==> src/hw/swu_ctrl_pkg.sv <==
package swu_ctrl_pkg;

   // fill the frame, scan all windows, then wait for the output to empty
   typedef enum logic [1:0] {
      ST_FILL,
      ST_SCAN,
      ST_DRAIN
   } sched_state_e;

endpackage

==> src/hw/swu_geom_pkg.sv <==
package swu_geom_pkg;

   // element and word geometry
   localparam int ELEM_W = 8;
   localparam int SIMD   = 4;

   // one channel group of SIMD elements
   typedef logic [SIMD*ELEM_W-1:0] word_t;

   // default frame and kernel geometry
   localparam int IFM_W_DEF     = 5;
   localparam int IFM_H_DEF     = 5;
   localparam int CH_GROUPS_DEF = 2;
   localparam int KERNEL_DEF    = 3;
   localparam int STRIDE_DEF    = 1;

   // output columns produced side by side
   localparam int LANES_DEF = 3;

endpackage

==> src/hw/swu_lane.sv <==
`timescale 1ns/1ps

module swu_lane #(
   parameter int LANE_IDX  = 0,
   parameter int IFM_W     = 5,
   parameter int IFM_H     = 5,
   parameter int CH_GROUPS = 2,
   parameter int STRIDE    = 1,
   localparam int FRAME_LEN = IFM_W*IFM_H*CH_GROUPS,
   localparam int ADDR_W    = $clog2(FRAME_LEN)
) (
   input  logic                 aclk,
   input  logic                 wr_en_i,
   input  logic [ADDR_W-1:0]    wr_addr_i,
   input  swu_geom_pkg::word_t  wr_data_i,
   input  logic                 rd_en_i,
   input  logic [ADDR_W-1:0]    rd_base_i,
   output swu_geom_pkg::word_t  rd_data_o
);

   import swu_geom_pkg::*;

   // this lane sits LANE_IDX output columns to the right of lane 0
   localparam int COL_OFFSET = LANE_IDX*STRIDE*CH_GROUPS;

   word_t mem [FRAME_LEN];

   logic [ADDR_W-1:0] rd_addr;

   assign rd_addr = rd_base_i + ADDR_W'(COL_OFFSET);

   // every lane holds the same frame
   always_ff @(posedge aclk) begin
      if (wr_en_i) begin
         mem[wr_addr_i] <= wr_data_i;
      end
   end

   always_ff @(posedge aclk) begin
      if (rd_en_i) begin
         rd_data_o <= mem[rd_addr];
      end
   end

endmodule

==> src/hw/swu_out_stage.sv <==
`timescale 1ns/1ps

module swu_out_stage #(
   parameter int LANES = 3
) (
   input  logic                             aclk,
   input  logic                             aresetn,
   input  logic                             rd_en_i,
   input  swu_geom_pkg::word_t [LANES-1:0]  rd_data_i,
   output logic                             rd_ready_o,
   output logic                             idle_o,
   output swu_geom_pkg::word_t [LANES-1:0]  m_tdata_o,
   output logic                             m_tvalid_o,
   input  logic                             m_tready_i
);

   import swu_geom_pkg::*;

   localparam int DEPTH = 2;

   word_t [LANES-1:0] entry_q [DEPTH];

   // reads issued but not yet landed
   logic       infl_q;
   // buffered words plus reads in flight
   logic [1:0] occ_cnt;
   logic [1:0] buf_cnt;
   logic       wr_ptr;
   logic       rd_ptr;
   logic       pop;

   assign buf_cnt    = occ_cnt - {1'b0, infl_q};
   assign m_tvalid_o = (buf_cnt != 2'd0);
   assign m_tdata_o  = entry_q[rd_ptr];
   assign pop        = m_tvalid_o && m_tready_i;

   assign rd_ready_o = (occ_cnt < 2'(DEPTH));
   assign idle_o     = (occ_cnt == 2'd0);

   always_ff @(posedge aclk) begin
      if (!aresetn) begin
         infl_q  <= 1'b0;
         occ_cnt <= 2'd0;
         wr_ptr  <= 1'b0;
         rd_ptr  <= 1'b0;
      end else begin
         infl_q <= rd_en_i;
         case ({rd_en_i, pop})
            2'b10:   occ_cnt <= occ_cnt + 2'd1;
            2'b01:   occ_cnt <= occ_cnt - 2'd1;
            default: occ_cnt <= occ_cnt;
         endcase
         if (infl_q) begin
            wr_ptr <= ~wr_ptr;
         end
         if (pop) begin
            rd_ptr <= ~rd_ptr;
         end
      end
   end

   // lane data lands one cycle after its read
   always_ff @(posedge aclk) begin
      if (infl_q) begin
         entry_q[wr_ptr] <= rd_data_i;
      end
   end

endmodule

==> src/hw/swu_scheduler.sv <==
`timescale 1ns/1ps

module swu_scheduler #(
   parameter int IFM_W     = 5,
   parameter int IFM_H     = 5,
   parameter int CH_GROUPS = 2,
   parameter int KERNEL    = 3,
   parameter int STRIDE    = 1,
   parameter int LANES     = 3,
   localparam int FRAME_LEN = IFM_W*IFM_H*CH_GROUPS,
   localparam int ADDR_W    = $clog2(FRAME_LEN)
) (
   input  logic              aclk,
   input  logic              aresetn,
   input  logic              s_tvalid_i,
   output logic              s_tready_o,
   input  logic              rd_ready_i,
   input  logic              out_idle_i,
   output logic              wr_en_o,
   output logic [ADDR_W-1:0] wr_addr_o,
   output logic              rd_en_o,
   output logic [ADDR_W-1:0] rd_base_o
);

   import swu_ctrl_pkg::*;

   localparam int OFM_W      = (IFM_W - KERNEL)/STRIDE + 1;
   localparam int OFM_H      = (IFM_H - KERNEL)/STRIDE + 1;
   localparam int COL_GROUPS = OFM_W/LANES;

   localparam int CH_W = $clog2(CH_GROUPS + 1);
   localparam int K_W  = $clog2(KERNEL + 1);
   localparam int CG_W = $clog2(COL_GROUPS + 1);
   localparam int OY_W = $clog2(OFM_H + 1);

   sched_state_e state_q;

   logic [ADDR_W-1:0] fill_cnt;
   logic              fill_last;

   logic [CH_W-1:0] ch_cnt;
   logic [K_W-1:0]  kw_cnt;
   logic [K_W-1:0]  kh_cnt;
   logic [CG_W-1:0] cg_cnt;
   logic [OY_W-1:0] oy_cnt;

   logic ch_last;
   logic kw_last;
   logic kh_last;
   logic cg_last;
   logic oy_last;
   logic scan_last;

   assign s_tready_o = (state_q == ST_FILL);
   assign wr_en_o    = s_tvalid_i && s_tready_o;
   assign wr_addr_o  = fill_cnt;
   assign fill_last  = (fill_cnt == ADDR_W'(FRAME_LEN - 1));

   assign rd_en_o = (state_q == ST_SCAN) && rd_ready_i;

   assign ch_last   = (ch_cnt == CH_W'(CH_GROUPS - 1));
   assign kw_last   = (kw_cnt == K_W'(KERNEL - 1));
   assign kh_last   = (kh_cnt == K_W'(KERNEL - 1));
   assign cg_last   = (cg_cnt == CG_W'(COL_GROUPS - 1));
   assign oy_last   = (oy_cnt == OY_W'(OFM_H - 1));
   assign scan_last = ch_last && kw_last && kh_last && cg_last && oy_last;

   // frame word of lane 0 for the current window element
   assign rd_base_o = ADDR_W'(((oy_cnt*STRIDE + kh_cnt)*IFM_W + cg_cnt*LANES*STRIDE + kw_cnt)
                              *CH_GROUPS + ch_cnt);

   always_ff @(posedge aclk) begin
      if (!aresetn) begin
         state_q  <= ST_FILL;
         fill_cnt <= '0;
      end else begin
         case (state_q)
            ST_FILL: begin
               if (wr_en_o) begin
                  if (fill_last) begin
                     fill_cnt <= '0;
                     state_q  <= ST_SCAN;
                  end else begin
                     fill_cnt <= fill_cnt + 1'b1;
                  end
               end
            end
            ST_SCAN: begin
               if (rd_en_o && scan_last) begin
                  state_q <= ST_DRAIN;
               end
            end
            ST_DRAIN: begin
               // reads already issued must leave before the next frame overwrites
               if (out_idle_i) begin
                  state_q <= ST_FILL;
               end
            end
            default: state_q <= ST_FILL;
         endcase
      end
   end

   // channel innermost, then kernel column, kernel row, column group, output row
   always_ff @(posedge aclk) begin
      if (!aresetn) begin
         ch_cnt <= '0;
         kw_cnt <= '0;
         kh_cnt <= '0;
         cg_cnt <= '0;
         oy_cnt <= '0;
      end else if (rd_en_o) begin
         ch_cnt <= ch_last ? '0 : ch_cnt + 1'b1;
         if (ch_last) begin
            kw_cnt <= kw_last ? '0 : kw_cnt + 1'b1;
            if (kw_last) begin
               kh_cnt <= kh_last ? '0 : kh_cnt + 1'b1;
               if (kh_last) begin
                  cg_cnt <= cg_last ? '0 : cg_cnt + 1'b1;
                  if (cg_last) begin
                     oy_cnt <= oy_last ? '0 : oy_cnt + 1'b1;
                  end
               end
            end
         end
      end
   end

endmodule

==> src/hw/swu_top.sv <==
`timescale 1ns/1ps

module swu_top #(
   parameter int IFM_W     = swu_geom_pkg::IFM_W_DEF,
   parameter int IFM_H     = swu_geom_pkg::IFM_H_DEF,
   parameter int CH_GROUPS = swu_geom_pkg::CH_GROUPS_DEF,
   parameter int KERNEL    = swu_geom_pkg::KERNEL_DEF,
   parameter int STRIDE    = swu_geom_pkg::STRIDE_DEF,
   parameter int LANES     = swu_geom_pkg::LANES_DEF
) (
   input  logic                             aclk,
   input  logic                             aresetn,
   input  swu_geom_pkg::word_t              s_tdata_i,
   input  logic                             s_tvalid_i,
   output logic                             s_tready_o,
   output swu_geom_pkg::word_t [LANES-1:0]  m_tdata_o,
   output logic                             m_tvalid_o,
   input  logic                             m_tready_i
);

   import swu_geom_pkg::*;

   localparam int FRAME_LEN = IFM_W*IFM_H*CH_GROUPS;
   localparam int ADDR_W    = $clog2(FRAME_LEN);

   logic              wr_en;
   logic [ADDR_W-1:0] wr_addr;
   logic              rd_en;
   logic [ADDR_W-1:0] rd_base;
   logic              rd_ready;
   logic              out_idle;
   word_t [LANES-1:0] lane_data;

   swu_scheduler #(
      .IFM_W     (IFM_W),
      .IFM_H     (IFM_H),
      .CH_GROUPS (CH_GROUPS),
      .KERNEL    (KERNEL),
      .STRIDE    (STRIDE),
      .LANES     (LANES)
   ) u_sched (
      .aclk       (aclk),
      .aresetn    (aresetn),
      .s_tvalid_i (s_tvalid_i),
      .s_tready_o (s_tready_o),
      .rd_ready_i (rd_ready),
      .out_idle_i (out_idle),
      .wr_en_o    (wr_en),
      .wr_addr_o  (wr_addr),
      .rd_en_o    (rd_en),
      .rd_base_o  (rd_base)
   );

   for (genvar l = 0; l < LANES; l++) begin : g_lane
      swu_lane #(
         .LANE_IDX  (l),
         .IFM_W     (IFM_W),
         .IFM_H     (IFM_H),
         .CH_GROUPS (CH_GROUPS),
         .STRIDE    (STRIDE)
      ) u_lane (
         .aclk      (aclk),
         .wr_en_i   (wr_en),
         .wr_addr_i (wr_addr),
         .wr_data_i (s_tdata_i),
         .rd_en_i   (rd_en),
         .rd_base_i (rd_base),
         .rd_data_o (lane_data[l])
      );
   end

   swu_out_stage #(
      .LANES (LANES)
   ) u_out (
      .aclk       (aclk),
      .aresetn    (aresetn),
      .rd_en_i    (rd_en),
      .rd_data_i  (lane_data),
      .rd_ready_o (rd_ready),
      .idle_o     (out_idle),
      .m_tdata_o  (m_tdata_o),
      .m_tvalid_o (m_tvalid_o),
      .m_tready_i (m_tready_i)
   );

endmodule

==> config.mk <==
export PLATFORM = sky130hd
export DESIGN_NAME = swu_top
export DESIGN_NICKNAME = d
export VERILOG_FILES = /design/src/hw/swu_ctrl_pkg.sv /design/src/hw/swu_geom_pkg.sv /design/src/hw/swu_lane.sv /design/src/hw/swu_out_stage.sv /design/src/hw/swu_scheduler.sv /design/src/hw/swu_top.sv
export SDC_FILE = /design/constraint.sdc
export NUM_CORES = 2
export LEC_CHECK = 0
export BUFFER_PORTS_ARGS = -buffer_cell sky130_fd_sc_hd__buf_2
export CAP_MARGIN = 20
export CORE_MARGIN = 2
export CORE_UTILIZATION = 40
export DETAILED_ROUTE_END_ITERATION = 16
export GPL_ROUTABILITY_DRIVEN = 1
export GPL_TIMING_DRIVEN = 0
export PLACE_DENSITY = 0.65
export SETUP_SLACK_MARGIN = 0.4
export SYNTH_ARGS = -nofsm -noshare
export SYNTH_HDL_FRONTEND = slang
export SYNTH_MEMORY_MAX_BITS = 65536
export SYNTH_SLANG_ARGS = --single-unit
==> constraint.sdc <==
create_clock -name aclk -period 8.84 [get_ports aclk]
set_input_delay 0.884 -clock aclk [delete_from_list [all_inputs] [get_ports aclk]]
set_output_delay 0.884 -clock aclk [all_outputs]
set_load 0.005 [all_outputs]
* After elaboration in Yosys (flattened, before gate mapping) *
Memories as Yosys holds them, arrays and structs flattened. A register that Yosys moved wholly into a read port is not among the register bits.
Cells that the tools add are included.

word-level totals
  memories kept = 4
  RAM bits = 4,992
  logic and storage cells = 85
  register bits = 22

memory list
  name                  words  bits a word  read ports  clocked after memory_dff  write ports  RTL line             text
  g_lane[0].u_lane.mem  50     32           1           1                         1            swu_lane.sv:26       word_t mem [FRAME_LEN];
  g_lane[1].u_lane.mem  50     32           1           1                         1            swu_lane.sv:26
  g_lane[2].u_lane.mem  50     32           1           1                         1            swu_lane.sv:26
  u_out.entry_q         2      96           1           1                         1            swu_out_stage.sv:21  word_t [LANES-1:0] entry_q [DEPTH];

cells by class
  multipliers = 2
  mux-type cells = 18
  $add $sub $neg = 15
  equal/unequal tests = 13
  $lt $le $gt $ge = 1
  bitwise logic cells = 3
  reduce and logical (&&, ||, !) cells = 18

operators with widths
  operator              number
  $mul 32x3->5 const B  1
  $mux 2                8
  $add 2x1->2 const B   5
  $eq 2x2->1 const B    5
  $logic_and 1x1->1     8
  $reduce_and 4->1      2
  $mux 1                7
  $add 6x1->6 const B   1
  $add 6x2->6           1
  $add 6x2->6 const B   1
  $add 6x3->6 const B   1
  $eq 2x1->1 const B    3
  $eq 6x6->1 const B    1
  $mux 6                1
  $ne 2x2->1 const B    3
  $pmux 2 s3            1
  $add 5x2->5           1
  $add 5x3->5           1
  $reduce_and 5->1      1
  $logic_not 2->1       2
  $pmux 2 s2            1
  $reduce_and 2->1      2
  $reduce_bool 2->1     2
  $add 2x2->3           1
  8 further kinds       10

* Depth between registers and ports, before layout *
  depth after elaboration = 8
  depth in mapped cells = 17
  gate-level depth less buffers = 14

* By module *
A second synthesis with hierarchy kept.

second synthesis, totals
  cells, all modules = 8,739
  area, all modules = 195,002.0 µm²

modules (own cells, without submodules)
  module                        cells each  area each (µm²)  times used
  swu_lane at g_lane[2].u_lane  2,921       62,701.4         1
  swu_lane at g_lane[0].u_lane  2,733       62,073.3         1
  swu_lane at g_lane[1].u_lane  2,642       62,009.5         1
  swu_out_stage                 330         7,225.7          1
  swu_scheduler                 113         992.2            1

* Least setup slack after synthesis *
Ideal clock, no wire load.

  path kind = register to register
  from = register u_sched.state_q[1]
  to = register u_sched.state_q[0]
  required time = 8,725 ps
  slack = -881 ps
  period minus slack after synthesis = 9,721 ps
  setup time = 115 ps
  arrival = 9,606 ps
  stages on the path, launching flop included = 8
  cell sequence = dfxtp_1 -> nor3b_1 -> nand4b_1 -> nor2_1 -> nand2_1 -> nor2_1 -> a211oi_1 -> o21a_1

between the ends
  word-level cells in the longest chain between the ends = 5

ends and longest elaborated chain
  element                             RTL line             text
  from (decl)                         swu_scheduler.sv:36  sched_state_e state_q;
  from (signal assigned)              swu_scheduler.sv:74  state_q <= ST_FILL;
  from (signal assigned)              swu_scheduler.sv:82  state_q <= ST_SCAN;
  from (signal assigned)              swu_scheduler.sv:90  state_q <= ST_DRAIN;
  $eq 2x1->1                          swu_scheduler.sv:59  assign rd_en_o = (state_q == ST_SCAN) && rd_ready_i;
  $logic_and 1x1->1                   swu_scheduler.sv:59
  named net g_lane[0].u_lane.rd_en_i  swu_lane.sv:16       input logic rd_en_i,
  $logic_and 1x1->1                   swu_scheduler.sv:89  if (rd_en_o && scan_last) begin
  $ne 2x2->1 (no source line)         n/a
  $reduce_and 4->1 (no source line)   n/a

The timed path passes the listed nets, and every way through them passes these cells.
A chain may end at the register's enable or synchronous reset.

* Worst setup path in the final report *
  from = register u_sched.oy_cnt[0]
  to = register g_lane[2].u_lane.rd_data_o[0] (read register of g_lane[2].u_lane.mem) (data pin)

between the ends
  word-level cells in the longest chain between the ends = 6

ends and longest elaborated chain
  element                 RTL line              text
  from (decl)             swu_scheduler.sv:45   logic [OY_W-1:0] oy_cnt;
  from (signal assigned)  swu_scheduler.sv:121  oy_cnt <= oy_last ? '0 : oy_cnt + 1'b1;
  $add 2x2->3             swu_scheduler.sv:69   assign rd_base_o = ADDR_W'(((oy_cnt*STRIDE + kh_cnt)*IFM_W + cg_cnt*LANES*STRIDE + kw_cnt)
  $mul 32x3->5            swu_scheduler.sv:69
  $add 5x3->5             swu_scheduler.sv:69
  $add 5x2->5             swu_scheduler.sv:69
  $add 6x2->6             swu_scheduler.sv:70   *CH_GROUPS + ch_cnt);
  $add 6x3->6             swu_lane.sv:30        assign rd_addr = rd_base_i + ADDR_W'(COL_OFFSET);
  to (decl)               swu_lane.sv:18        output swu_geom_pkg::word_t rd_data_o

Every way passes these cells.

==> flow_metrics.tcl <==
set metrics [dict create \
    status "completed" \
    clk_latency_ns 0.89 \
    first_global_vias 51700 \
    ant_nets 0 \
    fin_tns_setup_ns 0 \
    crit_chain "ha_1 -> fa_1 -> inv_1 -> fa_1 -> inv_1 -> ha_1 -> xor3_1 -> buf_2 -> buf_2 -> buf_2 -> inv_1 -> ha_1 -> clkbuf_1 -> clkbuf_1 -> clkbuf_1 -> mux4_2 -> mux4_1" \
    synth_edf_count 1888 \
    finalHoldViolCount 0 \
    grt_max_degree 51 \
    async_flop_share 0 \
    synth_top_area_share 0.643 \
    leakagePower_uw 0.0309 \
    slew_violations 0 \
    synth_area_um2 88100 \
    synth_fp_nets 4494 \
    ir_worst_vdd_mv 0.163 \
    power_uw 18700 \
    synth_top_family_by_area "multiplexers" \
    drt-total-wl_um 321000 \
    crit_cells 17 \
    timing.hold.worst.class "in -> reg" \
    drtIter0Drc 8878 \
    antenna_found_initial 41 \
    ctsHoldBuffers 0 \
    critPathSlowestCell "clkbuf_1" \
    cts_tree "built" \
    fin_nets 4956 \
    ioPinCount 134 \
    synth_compound_gate_area_share 0.0159 \
    gr-total-overflow 0 \
    muxShareOfSynthArea 0.274 \
    slew-limit-headroom 0.115 \
    instances_no_fill 7959 \
    firstDrtPassIters 5 \
    rows 172 \
    synth_area_leaders "edfxtp_1 64%, mux4_2 25%, nand2_1 2.1%, mux2_2 1.6%, clkbuf_1 0.92%" \
    avgSynthCellArea_um2 19.8 \
    holdPathStages 1 \
    yosys.area.top_type "edfxtp_1" \
    fp.coreArea_um2 219000 \
    grtUsageTotal 0.284 \
    timing.hold.ws_ns 0.319 \
    synthCells 4445 \
    grt_pass1_wl_um 432000 \
    power.density_nw_per_um2 184 \
    post-cts-setup-buffers 0 \
    cts_resized 0 \
    placed_cells 7555 \
    synth_flop_cell "edfxtp_1" \
    cts_max_level 4 \
    dieArea_um2 224000 \
    cts_made_buffers 199 \
    wl_per_cell_um 40.3 \
    cp_slowest_stage_delay_ns 0.98 \
    gp_congestion 0.993 \
    cp.required_ns 9.39 \
    die_h_um 473 \
    r2r_cells 17 \
    worstSetupPathType "reg -> reg" \
    path_max_fanout 10 \
    synth_fa_ha_area_frac 0.00202 \
    synth-xor-area-share 0.00309 \
    start_util 0.402 \
    min_period_ns 8.45 \
    clk_pin_slew_ns 0.06 \
    root_buffer "clkbuf_16" \
    crit_path_end_kind "flip-flop" \
    synthSimpleGateAreaFrac 0.0390 \
    syn2layout_area_growth_pct 15.5 \
    crit_family "buffers and inverters" \
    fin_skew_ns 0.0661 \
    cts.sinks 1910 \
    yosysSeqAreaShare 0.648 \
    arrival_ns 9.00 \
    worst-path-buf-inv 9 \
    yosys_warnings 0 \
    setup_viol 0 \
    cts.path.max_buffers 3 \
    route.detailed.drc 0 \
    synth_seq_cells 1910 \
    route.vias.total 53100 \
    io_buffers 133 \
    start_kind "flip-flop" \
    rsz0062_at_grt "no" \
    die_x_um 473 \
    hpwl_um 231000 \
    netlist-cell-type-count 47 \
    fin_crit_sh 0.956 \
    fmax_mhz 118 \
    worst_pin_slew_ns 1.33 \
    maxCapViolations 0 \
    drive_above_1_share 0.363 \
    vias_per_cell 6.67 \
]
[final timing paths]
| path | from | to | slack (ns) |
|---|---|---|---|
| max | u_sched.oy_cnt[0] | g_lane[2].u_lane.rd_data_o[0] | 0.39 |
| min | s_tdata_i[23] | g_lane[2].u_lane.mem[9][23] | 0.32 |
| max reg2reg | u_sched.oy_cnt[0] | g_lane[2].u_lane.rd_data_o[0] | 0.39 |
| min reg2reg | g_lane[0].u_lane.rd_data_o[27] | u_out.entry_q[0][27] | 0.44 |
[power by group]
part | internal (µW) | switching, µW
combinational | 88.5 | 277
sequential | 9960 | 12.7
clock | 4710 | 3660
[cells in the final DEF, fill, tap and decap left out, types with 9 or more instances in the layout]
cell	Yosys	final
mux2_2	128	128
clkinv_1	0	41
diode_2	0	16
nand2_1	488	488
buf_4	5	9
buf_12	0	58
inv_1	10	10
mux4_2	990	990
clkbuf_16	0	201
clkinvlp_4	0	10
ha_1	11	11
nand3_1	128	128
nor2b_1	44	43
clkbuf_1	217	263
buf_2	106	239
buf_16	0	29
o2111ai_1	93	93
mux2i_1	40	40
xnor2_1	11	9
buf_8	0	20
nor2_1	60	12
buf_6	4	21
clkinv_2	0	33
a21oi_1	42	42
a211oi_1	37	37
dfxtp_1	22	22
bufinv_16	0	17
nor2_4	0	48
buf_1	18	18
edfxtp_1	1888	1888
nand4_1	33	33
[cell type report]
type,instances,area [µm²]
Sequential cell,1910,57100
Clock inverter,114,1190
Tap cell,2871,3590
Buffer,350,1500
Antenna cell,16,40.0
Timing Repair Buffer,261,3150
Fill cell,18100,118000
Inverter,11,41.3
Multi-Input combinational cell,2174,29900
Clock buffer,252,5240
[registers in the layout (all words and copies together), names as in the netlist, named ones only]
name,count
u_sched.wr_addr_o,6
u_out.wr_ptr,1
u_out.occ_cnt,2
u_sched.ch_cnt,2
u_out.rd_ptr,1
u_sched.kh_cnt,2
u_sched.kw_cnt,2
u_sched.oy_cnt,2
u_out.entry_q,192
u_sched.state_q,2
g_lane.u_lane.rd_data_o,96
u_out.infl_q,1
g_lane.u_lane.mem,1600
[worst reg2reg max path: stages, from the launching register on]
cell and delay [ns]:
dfxtp_1 0.36, ha_1 0.24, fa_1 0.58, inv_1 0.08, fa_1 0.52, inv_1 0.06
ha_1 0.25, xor3_1 0.29, buf_2 0.46, buf_2 0.59, buf_2 0.50, inv_1 0.10
ha_1 0.28, clkbuf_1 0.71, clkbuf_1 0.98, clkbuf_1 0.86, mux4_2 0.51, mux4_1 0.72
[synthesized netlist by cell type, types with 18 or more instances]
master / count
nor2_1: 60
nand3_1: 128
mux4_2: 990
buf_2: 106
clkbuf_1: 217
a211oi_1: 37
dfxtp_1: 22
buf_1: 18
mux2_2: 128
nand2_1: 488
edfxtp_1: 1888
mux2i_1: 40
nand4_1: 33
o2111ai_1: 93
nor2b_1: 44
a21oi_1: 42
[stage by stage]
stage	util	setup slack (ns)	cell area [µm²]
finish	0.464	0.386	102000
CTS	0.462	0.698	101000
global route	0.464	0.440	102000
floorplan	-	3.03	88100
global placement	0.421	-0.343	92400
detailed placement	0.433	0.738	95000
[layer usage]
| layer | routed length (µm) | part of all wire | track usage | vias to the layer above |
|---|---|---|---|---|
| met5 | 412 | 0.0013 | 0 | - |
| met4 | 23500 | 0.073 | 0.175 | 30 |
| met3 | 44300 | 0.14 | 0.110 | 729 |
| met2 | 140000 | 0.44 | 0.412 | 4205 |
| met1 | 113000 | 0.35 | 0.359 | 28200 |
| li1 | - | - | - | 19900 |
[kinds of logic (layout without fill, tap and decap cells)]
kind of cell / Yosys count / in the layout
flops: 1910 / 1910
mux: 1160 / 1160
simple gates: 791 / 791
buf+inv: 361 / 988
compound gates: 187 / 187
xor+xnor: 23 / 23
fa+ha+maj: 13 / 13
other cells: 0 / 16
Note: power is estimated with default switching activity, not from simulation.
